## config.mk

```make
export PLATFORM = sky130hd
export DESIGN_NAME = pipeline
export DESIGN_NICKNAME = d
export VERILOG_FILES = /design/src/source/verisimple_pkg.sv /design/src/source/pipeline.sv /design/src/source/exec_stage.sv /design/src/source/mul_unit.sv /design/src/source/inst_queue.sv /design/src/source/fetch_stage.sv
export SDC_FILE = /design/constraint.sdc
export NUM_CORES = 2
export LEC_CHECK = 0
export BUFFER_PORTS_ARGS = -buffer_cell sky130_fd_sc_hd__buf_2
export CORE_MARGIN = 5
export CORE_UTILIZATION = 45
export DETAILED_ROUTE_END_ITERATION = 6
export SETUP_SLACK_MARGIN = 0.5
export SYNTH_ARGS = -nofsm -noshare
export SYNTH_HDL_FRONTEND = slang
export SYNTH_HIERARCHICAL = 1
export SYNTH_SLANG_ARGS = --single-unit
```

## constraint.sdc

```tcl
create_clock -name clock -period 21.1 [get_ports clock]
set_input_delay 2.11 -clock clock [delete_from_list [all_inputs] [get_ports clock]]
set_output_delay 2.11 -clock clock [all_outputs]
set_load 0.02 [all_outputs]
```

## src/source/verisimple_pkg.sv

```systemverilog
// shared widths, bus commands, status codes and rv32 decode constants
`default_nettype none

package verisimple_pkg;

	//////////////////////////////////////////////////////////////////////
	// widths and value types
	//////////////////////////////////////////////////////////////////////

	localparam int XLEN = 32;

	// one register or pc value
	typedef logic [XLEN-1:0] xlen_t;
	// one fetched instruction
	typedef logic [31:0] inst_t;
	// architectural register index
	typedef logic [4:0] reg_idx_t;
	// memory returns doublewords
	typedef logic [63:0] mem_word_t;

	// instruction fields
	typedef logic [6:0] opcode_t;
	typedef logic [2:0] funct3_t;
	typedef logic [6:0] funct7_t;

	//////////////////////////////////////////////////////////////////////
	// memory bus commands
	//////////////////////////////////////////////////////////////////////

	typedef logic [1:0] bus_cmd_t;

	localparam bus_cmd_t BUS_NONE = 2'h0;
	localparam bus_cmd_t BUS_LOAD = 2'h1;

	//////////////////////////////////////////////////////////////////////
	// pipeline status, riscv mcause numbering plus two reserved codes
	//////////////////////////////////////////////////////////////////////

	typedef logic [3:0] exception_code_t;

	localparam exception_code_t ILLEGAL_INST  = 4'h2;
	localparam exception_code_t NO_ERROR      = 4'ha;
	localparam exception_code_t HALTED_ON_WFI = 4'he;

	// addi x0, x0, 0
	localparam inst_t NOP_INST = 32'h0000_0013;
	// wfi, stops the core
	localparam inst_t WFI_INST = 32'h1050_0073;

	// major opcodes
	localparam opcode_t OP_IMM = 7'b0010011;
	localparam opcode_t OP_REG = 7'b0110011;
	localparam opcode_t OP_LUI = 7'b0110111;

	// funct3 selects
	localparam funct3_t F3_ADD = 3'b000;
	localparam funct3_t F3_XOR = 3'b100;
	localparam funct3_t F3_OR  = 3'b110;
	localparam funct3_t F3_AND = 3'b111;
	localparam funct3_t F3_MUL = 3'b000;

	// funct7 selects for register ops
	localparam funct7_t F7_BASE = 7'b0000000;
	localparam funct7_t F7_SUB  = 7'b0100000;
	localparam funct7_t F7_MUL  = 7'b0000001;

endpackage

`default_nettype wire
```

## src/source/pipeline.sv

```systemverilog
// top level joining fetch, instruction queue and execute, memory and commit ports
`timescale 1ns/1ps
`default_nettype none

module pipeline #(
	parameter int                    IQ_DEPTH = 4,
	parameter verisimple_pkg::xlen_t RESET_PC = 32'h0
) (
	input  wire                              clock,
	input  wire                              reset,
	input  wire                              mem2proc_valid,
	input  wire verisimple_pkg::mem_word_t   mem2proc_data,
	output verisimple_pkg::bus_cmd_t         proc2mem_command,
	output verisimple_pkg::xlen_t            proc2mem_addr,
	output logic [3:0]                       pipeline_completed_insts,
	output verisimple_pkg::exception_code_t  pipeline_error_status,
	output verisimple_pkg::reg_idx_t         pipeline_commit_wr_idx,
	output verisimple_pkg::xlen_t            pipeline_commit_wr_data,
	output logic                             pipeline_commit_wr_en,
	output verisimple_pkg::xlen_t            pipeline_commit_NPC
);

	// fetch to queue
	logic                  push;
	verisimple_pkg::inst_t push_inst;
	verisimple_pkg::xlen_t push_pc;
	logic                  full;

	// queue to execute
	verisimple_pkg::inst_t head_inst;
	verisimple_pkg::xlen_t head_pc;
	logic                  empty;
	logic                  pop;
	logic                  completed;

	// at most one retire per cycle
	assign pipeline_completed_insts = {3'b000, completed};

	//////////////////////////////////////////////////////////////////////
	// stages
	//////////////////////////////////////////////////////////////////////

	fetch_stage #(.RESET_PC(RESET_PC)) fetch_stage_0 (
		.clock            (clock),
		.reset            (reset),
		.mem2proc_valid   (mem2proc_valid),
		.mem2proc_data    (mem2proc_data),
		.full             (full),
		.proc2mem_command (proc2mem_command),
		.proc2mem_addr    (proc2mem_addr),
		.push             (push),
		.push_inst        (push_inst),
		.push_pc          (push_pc)
	);

	inst_queue #(.IQ_DEPTH(IQ_DEPTH)) inst_queue_0 (
		.clock     (clock),
		.reset     (reset),
		.push      (push),
		.push_inst (push_inst),
		.push_pc   (push_pc),
		.pop       (pop),
		.head_inst (head_inst),
		.head_pc   (head_pc),
		.full      (full),
		.empty     (empty)
	);

	exec_stage exec_stage_0 (
		.clock          (clock),
		.reset          (reset),
		.head_inst      (head_inst),
		.head_pc        (head_pc),
		.empty          (empty),
		.pop            (pop),
		.completed      (completed),
		.commit_wr_en   (pipeline_commit_wr_en),
		.commit_wr_idx  (pipeline_commit_wr_idx),
		.commit_wr_data (pipeline_commit_wr_data),
		.commit_npc     (pipeline_commit_NPC),
		.error_status   (pipeline_error_status)
	);

endmodule

`default_nettype wire

```

## src/source/exec_stage.sv

```systemverilog
// execute and retire stage with decoder, register file, alu, halt fsm, commit outputs
`timescale 1ns/1ps
`default_nettype none

module exec_stage (
	input  wire                                clock,
	input  wire                                reset,
	input  wire verisimple_pkg::inst_t         head_inst,
	input  wire verisimple_pkg::xlen_t         head_pc,
	input  wire                                empty,
	output logic                               pop,
	output logic                               completed,
	output logic                               commit_wr_en,
	output verisimple_pkg::reg_idx_t           commit_wr_idx,
	output verisimple_pkg::xlen_t              commit_wr_data,
	output verisimple_pkg::xlen_t              commit_npc,
	output verisimple_pkg::exception_code_t    error_status
);

	typedef enum logic [1:0] {RUN, MUL_WAIT, HALTED} exec_state_t;

	exec_state_t state;
	verisimple_pkg::xlen_t regfile [32];

	// instruction fields
	verisimple_pkg::opcode_t  opcode;
	verisimple_pkg::funct3_t  funct3;
	verisimple_pkg::funct7_t  funct7;
	verisimple_pkg::reg_idx_t rd;
	verisimple_pkg::reg_idx_t rs1;
	verisimple_pkg::reg_idx_t rs2;
	verisimple_pkg::xlen_t    rs1_val;
	verisimple_pkg::xlen_t    rs2_val;
	verisimple_pkg::xlen_t    opnd_b;
	verisimple_pkg::xlen_t    alu_result;
	logic legal;
	logic is_mul;
	logic is_wfi;
	logic basic_f3;

	// register file write port
	logic                     rf_we;
	verisimple_pkg::reg_idx_t rf_waddr;
	verisimple_pkg::xlen_t    rf_wdata;

	// multiplier hookup
	logic                  mul_start;
	logic                  mul_done;
	verisimple_pkg::xlen_t mul_a;
	verisimple_pkg::xlen_t mul_b;
	verisimple_pkg::xlen_t mul_product;

	assign opcode = head_inst[6:0];
	assign rd     = head_inst[11:7];
	assign funct3 = head_inst[14:12];
	assign rs1    = head_inst[19:15];
	assign rs2    = head_inst[24:20];
	assign funct7 = head_inst[31:25];
	assign is_wfi = (head_inst == verisimple_pkg::WFI_INST);

	// x0 reads as zero, its entry is never written
	assign rs1_val = (rs1 == '0) ? '0 : regfile[rs1];
	assign rs2_val = (rs2 == '0) ? '0 : regfile[rs2];

	// only the head is consumed, and only while running
	assign pop = (state == RUN) && !empty;

	//////////////////////////////////////////////////////////////////////
	// decode and alu
	//////////////////////////////////////////////////////////////////////

	always_comb begin
		basic_f3 = (funct3 == verisimple_pkg::F3_ADD) || (funct3 == verisimple_pkg::F3_XOR) ||
		           (funct3 == verisimple_pkg::F3_OR) || (funct3 == verisimple_pkg::F3_AND);
		legal  = 1'b0;
		is_mul = 1'b0;
		opnd_b = rs2_val;
		case (opcode)
			verisimple_pkg::OP_IMM: begin
				legal  = basic_f3;
				// sign extended 12 bit immediate
				opnd_b = {{20{head_inst[31]}}, head_inst[31:20]};
			end
			verisimple_pkg::OP_REG: begin
				if (funct7 == verisimple_pkg::F7_MUL) begin
					legal  = (funct3 == verisimple_pkg::F3_MUL);
					is_mul = legal;
				end else if (funct7 == verisimple_pkg::F7_SUB)
					legal = (funct3 == verisimple_pkg::F3_ADD);
				else
					legal = (funct7 == verisimple_pkg::F7_BASE) && basic_f3;
			end
			verisimple_pkg::OP_LUI:
				legal = 1'b1;
			default:
				legal = 1'b0;
		endcase

		case (funct3)
			verisimple_pkg::F3_XOR: alu_result = rs1_val ^ opnd_b;
			verisimple_pkg::F3_OR:  alu_result = rs1_val | opnd_b;
			verisimple_pkg::F3_AND: alu_result = rs1_val & opnd_b;
			default: begin
				// add, or sub for the register form with funct7 set
				if (opcode == verisimple_pkg::OP_REG && funct7 == verisimple_pkg::F7_SUB)
					alu_result = rs1_val - opnd_b;
				else
					alu_result = rs1_val + opnd_b;
			end
		endcase
		// lui ignores the alu, upper immediate only
		if (opcode == verisimple_pkg::OP_LUI)
			alu_result = {head_inst[31:12], 12'b0};
	end

	// multiply result lands at the index held since the pop
	always_comb begin
		if (state == MUL_WAIT && mul_done) begin
			rf_we    = (commit_wr_idx != '0);
			rf_waddr = commit_wr_idx;
			rf_wdata = mul_product;
		end else begin
			rf_we    = pop && legal && !is_mul && (rd != '0);
			rf_waddr = rd;
			rf_wdata = alu_result;
		end
	end

	//////////////////////////////////////////////////////////////////////
	// state machine and commit strobes
	//////////////////////////////////////////////////////////////////////

	always_ff @(posedge clock) begin
		if (reset) begin
			state        <= RUN;
			completed    <= 1'b0;
			commit_wr_en <= 1'b0;
			error_status <= verisimple_pkg::NO_ERROR;
			mul_start    <= 1'b0;
		end else begin
			completed    <= 1'b0;
			commit_wr_en <= rf_we;
			mul_start    <= 1'b0;
			case (state)
				RUN: begin
					if (pop && is_mul) begin
						mul_start <= 1'b1;
						state     <= MUL_WAIT;
					end else if (pop) begin
						completed <= 1'b1;
						// wfi and unknown encodings stop the core for good
						if (!legal) begin
							state        <= HALTED;
							error_status <= is_wfi ? verisimple_pkg::HALTED_ON_WFI
							                       : verisimple_pkg::ILLEGAL_INST;
						end
					end
				end
				MUL_WAIT: begin
					if (mul_done) begin
						completed <= 1'b1;
						state     <= RUN;
					end
				end
				default: state <= HALTED;
			endcase
		end
	end

	// commit payload, idx and npc also serve as the pending multiply's tag
	always_ff @(posedge clock) begin
		if (pop) begin
			commit_npc     <= head_pc + 32'd4;
			commit_wr_idx  <= legal ? rd : '0;
			commit_wr_data <= legal ? alu_result : '0;
			mul_a          <= rs1_val;
			mul_b          <= rs2_val;
		end else if (state == MUL_WAIT && mul_done) begin
			commit_wr_data <= mul_product;
		end
		if (rf_we)
			regfile[rf_waddr] <= rf_wdata;
	end

	mul_unit mul_unit_0 (
		.clock        (clock),
		.reset        (reset),
		.start        (mul_start),
		.multiplicand (mul_a),
		.multiplier   (mul_b),
		.done         (mul_done),
		.product      (mul_product)
	);

	// after a halt commit nothing else retires and the status sticks
	a_halt_final: assert property (
		@(posedge clock) disable iff (reset)
		(error_status != verisimple_pkg::NO_ERROR) |=> (!completed && $stable(error_status))
	);

endmodule

`default_nettype wire

```

## src/source/mul_unit.sv

```systemverilog
// iterative shift-add multiplier, 8 multiplier bits per cycle, low 32 bits kept
`timescale 1ns/1ps
`default_nettype none

module mul_unit (
	input  wire                          clock,
	input  wire                          reset,
	input  wire                          start,
	input  wire verisimple_pkg::xlen_t   multiplicand,
	input  wire verisimple_pkg::xlen_t   multiplier,
	output logic                         done,
	output verisimple_pkg::xlen_t        product
);

	// running sum and operands shifted by one byte per step
	verisimple_pkg::xlen_t acc;
	verisimple_pkg::xlen_t mcand;
	verisimple_pkg::xlen_t mplier;
	logic                  busy;
	logic [1:0]            step;

	// operands of the current step, fresh inputs on start
	verisimple_pkg::xlen_t op_a;
	verisimple_pkg::xlen_t op_b_full;
	verisimple_pkg::xlen_t partial;

	assign op_a      = busy ? mcand : multiplicand;
	assign op_b_full = busy ? mplier : multiplier;
	assign product   = acc;

	// add the shifted multiplicand for each set bit of the low byte
	always_comb begin
		partial = busy ? acc : '0;
		for (int i = 0; i < 8; i++) begin
			if (op_b_full[i])
				partial = partial + (op_a << i);
		end
	end

	always_ff @(posedge clock) begin
		if (reset) begin
			busy <= 1'b0;
			step <= 2'd0;
			done <= 1'b0;
		end else begin
			done <= 1'b0;
			if (start) begin
				// first byte handled on the start edge
				busy <= 1'b1;
				step <= 2'd1;
			end else if (busy) begin
				step <= step + 2'd1;
				if (step == 2'd3) begin
					busy <= 1'b0;
					done <= 1'b1;
				end
			end
		end
	end

	always_ff @(posedge clock) begin
		if (start || busy) begin
			acc    <= partial;
			mcand  <= op_a << 8;
			mplier <= op_b_full >> 8;
		end
	end

	// one multiply at a time
	a_start_when_idle: assert property (
		@(posedge clock) disable iff (reset) start |-> !busy
	);

endmodule

`default_nettype wire

```

## src/source/inst_queue.sv

```systemverilog
// circular instruction queue with pc per entry, registered full and empty
`timescale 1ns/1ps
`default_nettype none

module inst_queue #(
	parameter int IQ_DEPTH = 4
) (
	input  wire                          clock,
	input  wire                          reset,
	input  wire                          push,
	input  wire verisimple_pkg::inst_t   push_inst,
	input  wire verisimple_pkg::xlen_t   push_pc,
	input  wire                          pop,
	output verisimple_pkg::inst_t        head_inst,
	output verisimple_pkg::xlen_t        head_pc,
	output logic                         full,
	output logic                         empty
);

	localparam int PTR_W = $clog2(IQ_DEPTH);

	// entry storage
	verisimple_pkg::inst_t inst_mem [IQ_DEPTH];
	verisimple_pkg::xlen_t pc_mem [IQ_DEPTH];

	// pointers wrap on their own, depth is a power of two
	logic [PTR_W-1:0] head_ptr;
	logic [PTR_W-1:0] tail_ptr;
	// one extra bit to tell full from empty
	logic [PTR_W:0] count;
	logic [PTR_W:0] count_next;

	assign count_next = count + {{PTR_W{1'b0}}, push} - {{PTR_W{1'b0}}, pop};

	// oldest entry, meaningful while empty is low
	assign head_inst = inst_mem[head_ptr];
	assign head_pc   = pc_mem[head_ptr];

	//////////////////////////////////////////////////////////////////////
	// pointers and flags
	//////////////////////////////////////////////////////////////////////

	always_ff @(posedge clock) begin
		if (reset) begin
			head_ptr <= '0;
			tail_ptr <= '0;
			count    <= '0;
			full     <= 1'b0;
			empty    <= 1'b1;
		end else begin
			if (push)
				tail_ptr <= tail_ptr + 1'b1;
			if (pop)
				head_ptr <= head_ptr + 1'b1;
			count <= count_next;
			full  <= (count_next == (PTR_W+1)'(IQ_DEPTH));
			empty <= (count_next == '0);
		end
	end

	// storage starts out as nops
	always_ff @(posedge clock) begin
		if (reset) begin
			for (int i = 0; i < IQ_DEPTH; i++) begin
				inst_mem[i] <= verisimple_pkg::NOP_INST;
				pc_mem[i]   <= '0;
			end
		end else if (push) begin
			inst_mem[tail_ptr] <= push_inst;
			pc_mem[tail_ptr]   <= push_pc;
		end
	end

	// fetch must respect full
	a_no_overflow: assert property (
		@(posedge clock) disable iff (reset) push |-> !full
	);

	// execute must respect empty
	a_no_underflow: assert property (
		@(posedge clock) disable iff (reset) pop |-> !empty
	);

endmodule

`default_nettype wire

```

## src/source/fetch_stage.sv

```systemverilog
// fetch stage with pc, single outstanding memory load, halfword select, queue push
`timescale 1ns/1ps
`default_nettype none

module fetch_stage #(
	parameter verisimple_pkg::xlen_t RESET_PC = 32'h0
) (
	input  wire                               clock,
	input  wire                               reset,
	input  wire                               mem2proc_valid,
	input  wire verisimple_pkg::mem_word_t    mem2proc_data,
	input  wire                               full,
	output verisimple_pkg::bus_cmd_t          proc2mem_command,
	output verisimple_pkg::xlen_t             proc2mem_addr,
	output logic                              push,
	output verisimple_pkg::inst_t             push_inst,
	output verisimple_pkg::xlen_t             push_pc
);

	// address of the next instruction to fetch
	verisimple_pkg::xlen_t pc;
	// load raised, waiting for the valid pulse
	logic pending;

	// command follows the pending flag, so it is held until memory answers
	assign proc2mem_command = pending ? verisimple_pkg::BUS_LOAD : verisimple_pkg::BUS_NONE;
	// doubleword aligned address
	assign proc2mem_addr = {pc[verisimple_pkg::XLEN-1:3], 3'b000};

	//////////////////////////////////////////////////////////////////////
	// request control
	//////////////////////////////////////////////////////////////////////

	always_ff @(posedge clock) begin
		if (reset) begin
			pc      <= RESET_PC;
			pending <= 1'b0;
			push    <= 1'b0;
		end else begin
			push <= 1'b0;
			if (pending && mem2proc_valid) begin
				// answer in, hand it to the queue
				pending <= 1'b0;
				push    <= 1'b1;
				pc      <= pc + 32'd4;
			end else if (!pending && !push && !full) begin
				// wait out the push cycle so full is current
				pending <= 1'b1;
			end
		end
	end

	// returned word, pick the half addressed by pc bit 2
	always_ff @(posedge clock) begin
		if (mem2proc_valid) begin
			push_inst <= pc[2] ? mem2proc_data[63:32] : mem2proc_data[31:0];
			push_pc   <= pc;
		end
	end

	//////////////////////////////////////////////////////////////////////
	// bus protocol checks
	//////////////////////////////////////////////////////////////////////

	// memory only answers a raised load
	a_valid_needs_request: assert property (
		@(posedge clock) disable iff (reset)
		mem2proc_valid |-> pending
	);

endmodule

`default_nettype wire

```

==> impl_metrics.ini <==
[critical_path]
slowest_delay_ps = 680
crit_family = compound AO/OA/AOI/OAI gates
arrival_ps = 16940
critPathCaptureType = register
worst_setup_path_start_kind = register
path_buf_inv = 3
path_class = register to register
crit_top_cell = a21o_1
slowest_stage = a2111oi_0
worstPathMaxFanout = 41
crit_required_ps = 21640

[timing]
skew_ps = 48.03
fmax_ghz = 0.06098
period_minus_slack_ps = 16400
setup_violations = 0
hold_viol_final = 0
fin_crit_sh = 0.7772
max_slew_margin = 0.06815
fin_setup_tns_ps = 0
slew_violations = 0
worst_pin_slew_ps = 1398
rsz0062_at_grt = false

[route]
first_pass_iters = 6
vias_per_cell = 6.438
drc = 0
highest_layer = met5
wl_per_cell_um = 31.01
drtAntennaViolNets = 0
wl_um = 302700
wl_met1_um = 119800
dr_wl_met3_um = 24880
drt_iter0_drc = 7094
met2RoutedLength_um = 142000
vias = 62850

[die]
start_util = 0.4525
ioPinCount = 179
row_count = 164
die-area_um2 = 210000
core_area_um2 = 199900
chipWidth_um = 458.3
die_h_um = 458.3

[grt]
grt_overflow_total = 0
grt_pass1_wl_um = 431800
grt_usage = 0.2806
grt_max_degree = 91
antenna_found_initial = 9
grt_pass1_vias = 60880

[yosys]
synth_area_per_cell_um2 = 13.21
synth_warnings = 6
ys_top_cells_by_area = edfxtp_1 52%, mux4_2 12%, ha_1 4.5%
yosysTopAreaCell = edfxtp_1
yosysMostFrequentCell = edfxtp_1
synth_top_cell_area_share = 0.5164
synthCells = 6847
synth-seq-area-share = 0.5283
yosys-top-cells-count = 1555 x edfxtp_1, 495 x mux4_2, 475 x nand2_1
ys.flop_type = edfxtp_1
syn-cell-area_um2 = 90430
async_flop_share = 0
synth.ff_latch_count = 1609
synth_edf_count = 1555
synth.distinct_cells = 100

[hold_path]
hold_class = register to register

[layout]
area_growth_pct = 10.60
drive_gt1_frac = 0.1952
fin_nets = 7372

[clock_network]
root_buffer = clkbuf_16
h-tree-depth = 4
clk_latency_ps = 830
cts_sinks = 1609
cts_resized = 0
clockBufferDepth = 3
cts.clk_slew.worst_paths_ps = 60
cts_made_buffers = 165
cts_tree = built
postCtsHoldBufs = 0
cts_setup_buffers = 0

[place]
port_buffers = 169
routabilityCongestion = 0.9408
place_hpwl_um = 193800

[flow_run]
drv_cap = 0

[status]
status = completed
==> tightest hold or removal path, stage by stage, from the launching register on <==
cell     delay (ps)
dfxtp_1         330
nand2_1          60
a21oi_1          50
==> final timing paths <==
path / startpoint / cells after the start / end / slack, ps
worst max register to register: exec_stage_0/mul_unit_0/busy$_SDFF_PP0_ / 61 / exec_stage_0/mul_unit_0/product[30]$_DFFE_PP_ / 4700
worst min-delay path: exec_stage_0/error_status[2]$_SDFFE_PP0P_ / 2 / exec_stage_0/error_status[2]$_SDFFE_PP0P_ / 490
worst max-delay path: exec_stage_0/mul_unit_0/busy$_SDFF_PP0_ / 61 / exec_stage_0/mul_unit_0/product[30]$_DFFE_PP_ / 4700
worst min register to register: exec_stage_0/error_status[2]$_SDFFE_PP0P_ / 2 / exec_stage_0/error_status[2]$_SDFFE_PP0P_ / 490
==> area by class of cell <==
class | count | area [um2]
fillers | 17190 | 99850
flip-flops and latches | 1609 | 47790
multi-input cells | 4660 | 40530
clock buffers | 209 | 4458
well taps | 2656 | 3323
repair buffers | 338 | 2142
clock inverters | 88 | 1020
inverters | 197 | 744.5
diodes | 5 | 12.51
==> cell usage in the layout, fill, tap and decap left out, drive strengths merged, types with 143 or more instances in the layout <==
cell type  count
edfxtp      1555
mux4         495
nand2        475
a21oi        385
nor2         385
buf          338
ha           325
mux2i        285
and2         279
o21ai        277
clkbuf       209
inv          202
xnor2        174
a21o         143
==> state kept, by name (all words and copies together), names as in the netlist, 2 cells and up, named ones only <==
register and count:
inst_queue_0/pc_mem 128, exec_stage_0/mul_unit_0/step 2, inst_queue_0/inst_mem 128, fetch_stage_0/push_inst 32, exec_stage_0/commit_wr_idx 5, exec_stage_0/commit_wr_data 32, exec_stage_0/error_status 2, exec_stage_0/mul_b 32
exec_stage_0/regfile 1024, fetch_stage_0/push_pc 30, exec_stage_0/commit_npc 32, exec_stage_0/mul_unit_0/product 31, exec_stage_0/state 2, exec_stage_0/mul_unit_0/mcand 24, exec_stage_0/mul_a 32, fetch_stage_0/pc 30
exec_stage_0/mul_unit_0/mplier 24, inst_queue_0/tail_ptr 2, inst_queue_0/head_ptr 2, inst_queue_0/count 3
==> layer usage <==
metal	global-route usage	vias to the layer above
met4	0.1286	4
met1	0.3735	32070
met5	0	-
met2	0.4528	3160
met3	0.04829	662
li1	-	26960
==> stage by stage <==
stage                       util  hold WS (ps)  std cells  setup slack (ps)  area [um2]
after CTS                 0.5004         492.4       9757              5058      100000
after global placement    0.4729         480.4       9460              5386       94520
after detailed placement  0.4729         484.2       9460              5177       94520
after global routing      0.5004         504.9       9758              3618      100000
final                     0.5004         489.2       9762              4701      100000
after floorplan                -         432.3       6886              5963       90580
==> kinds of logic after synthesis <==
logic type,synth area share
AO/OA/AOI/OAI,0.1045
XOR/XNOR,0.02719
adder cells (fa/ha/maj),0.04696
buffers and inverters,0.03087
flip-flops,0.5283
multiplexers,0.1721
other,0.0002076
AND/OR/NAND/NOR,0.08980
Power is not shown: default switching activity piles up to over one toggle a cycle in this logic, so the estimate is an artifact.
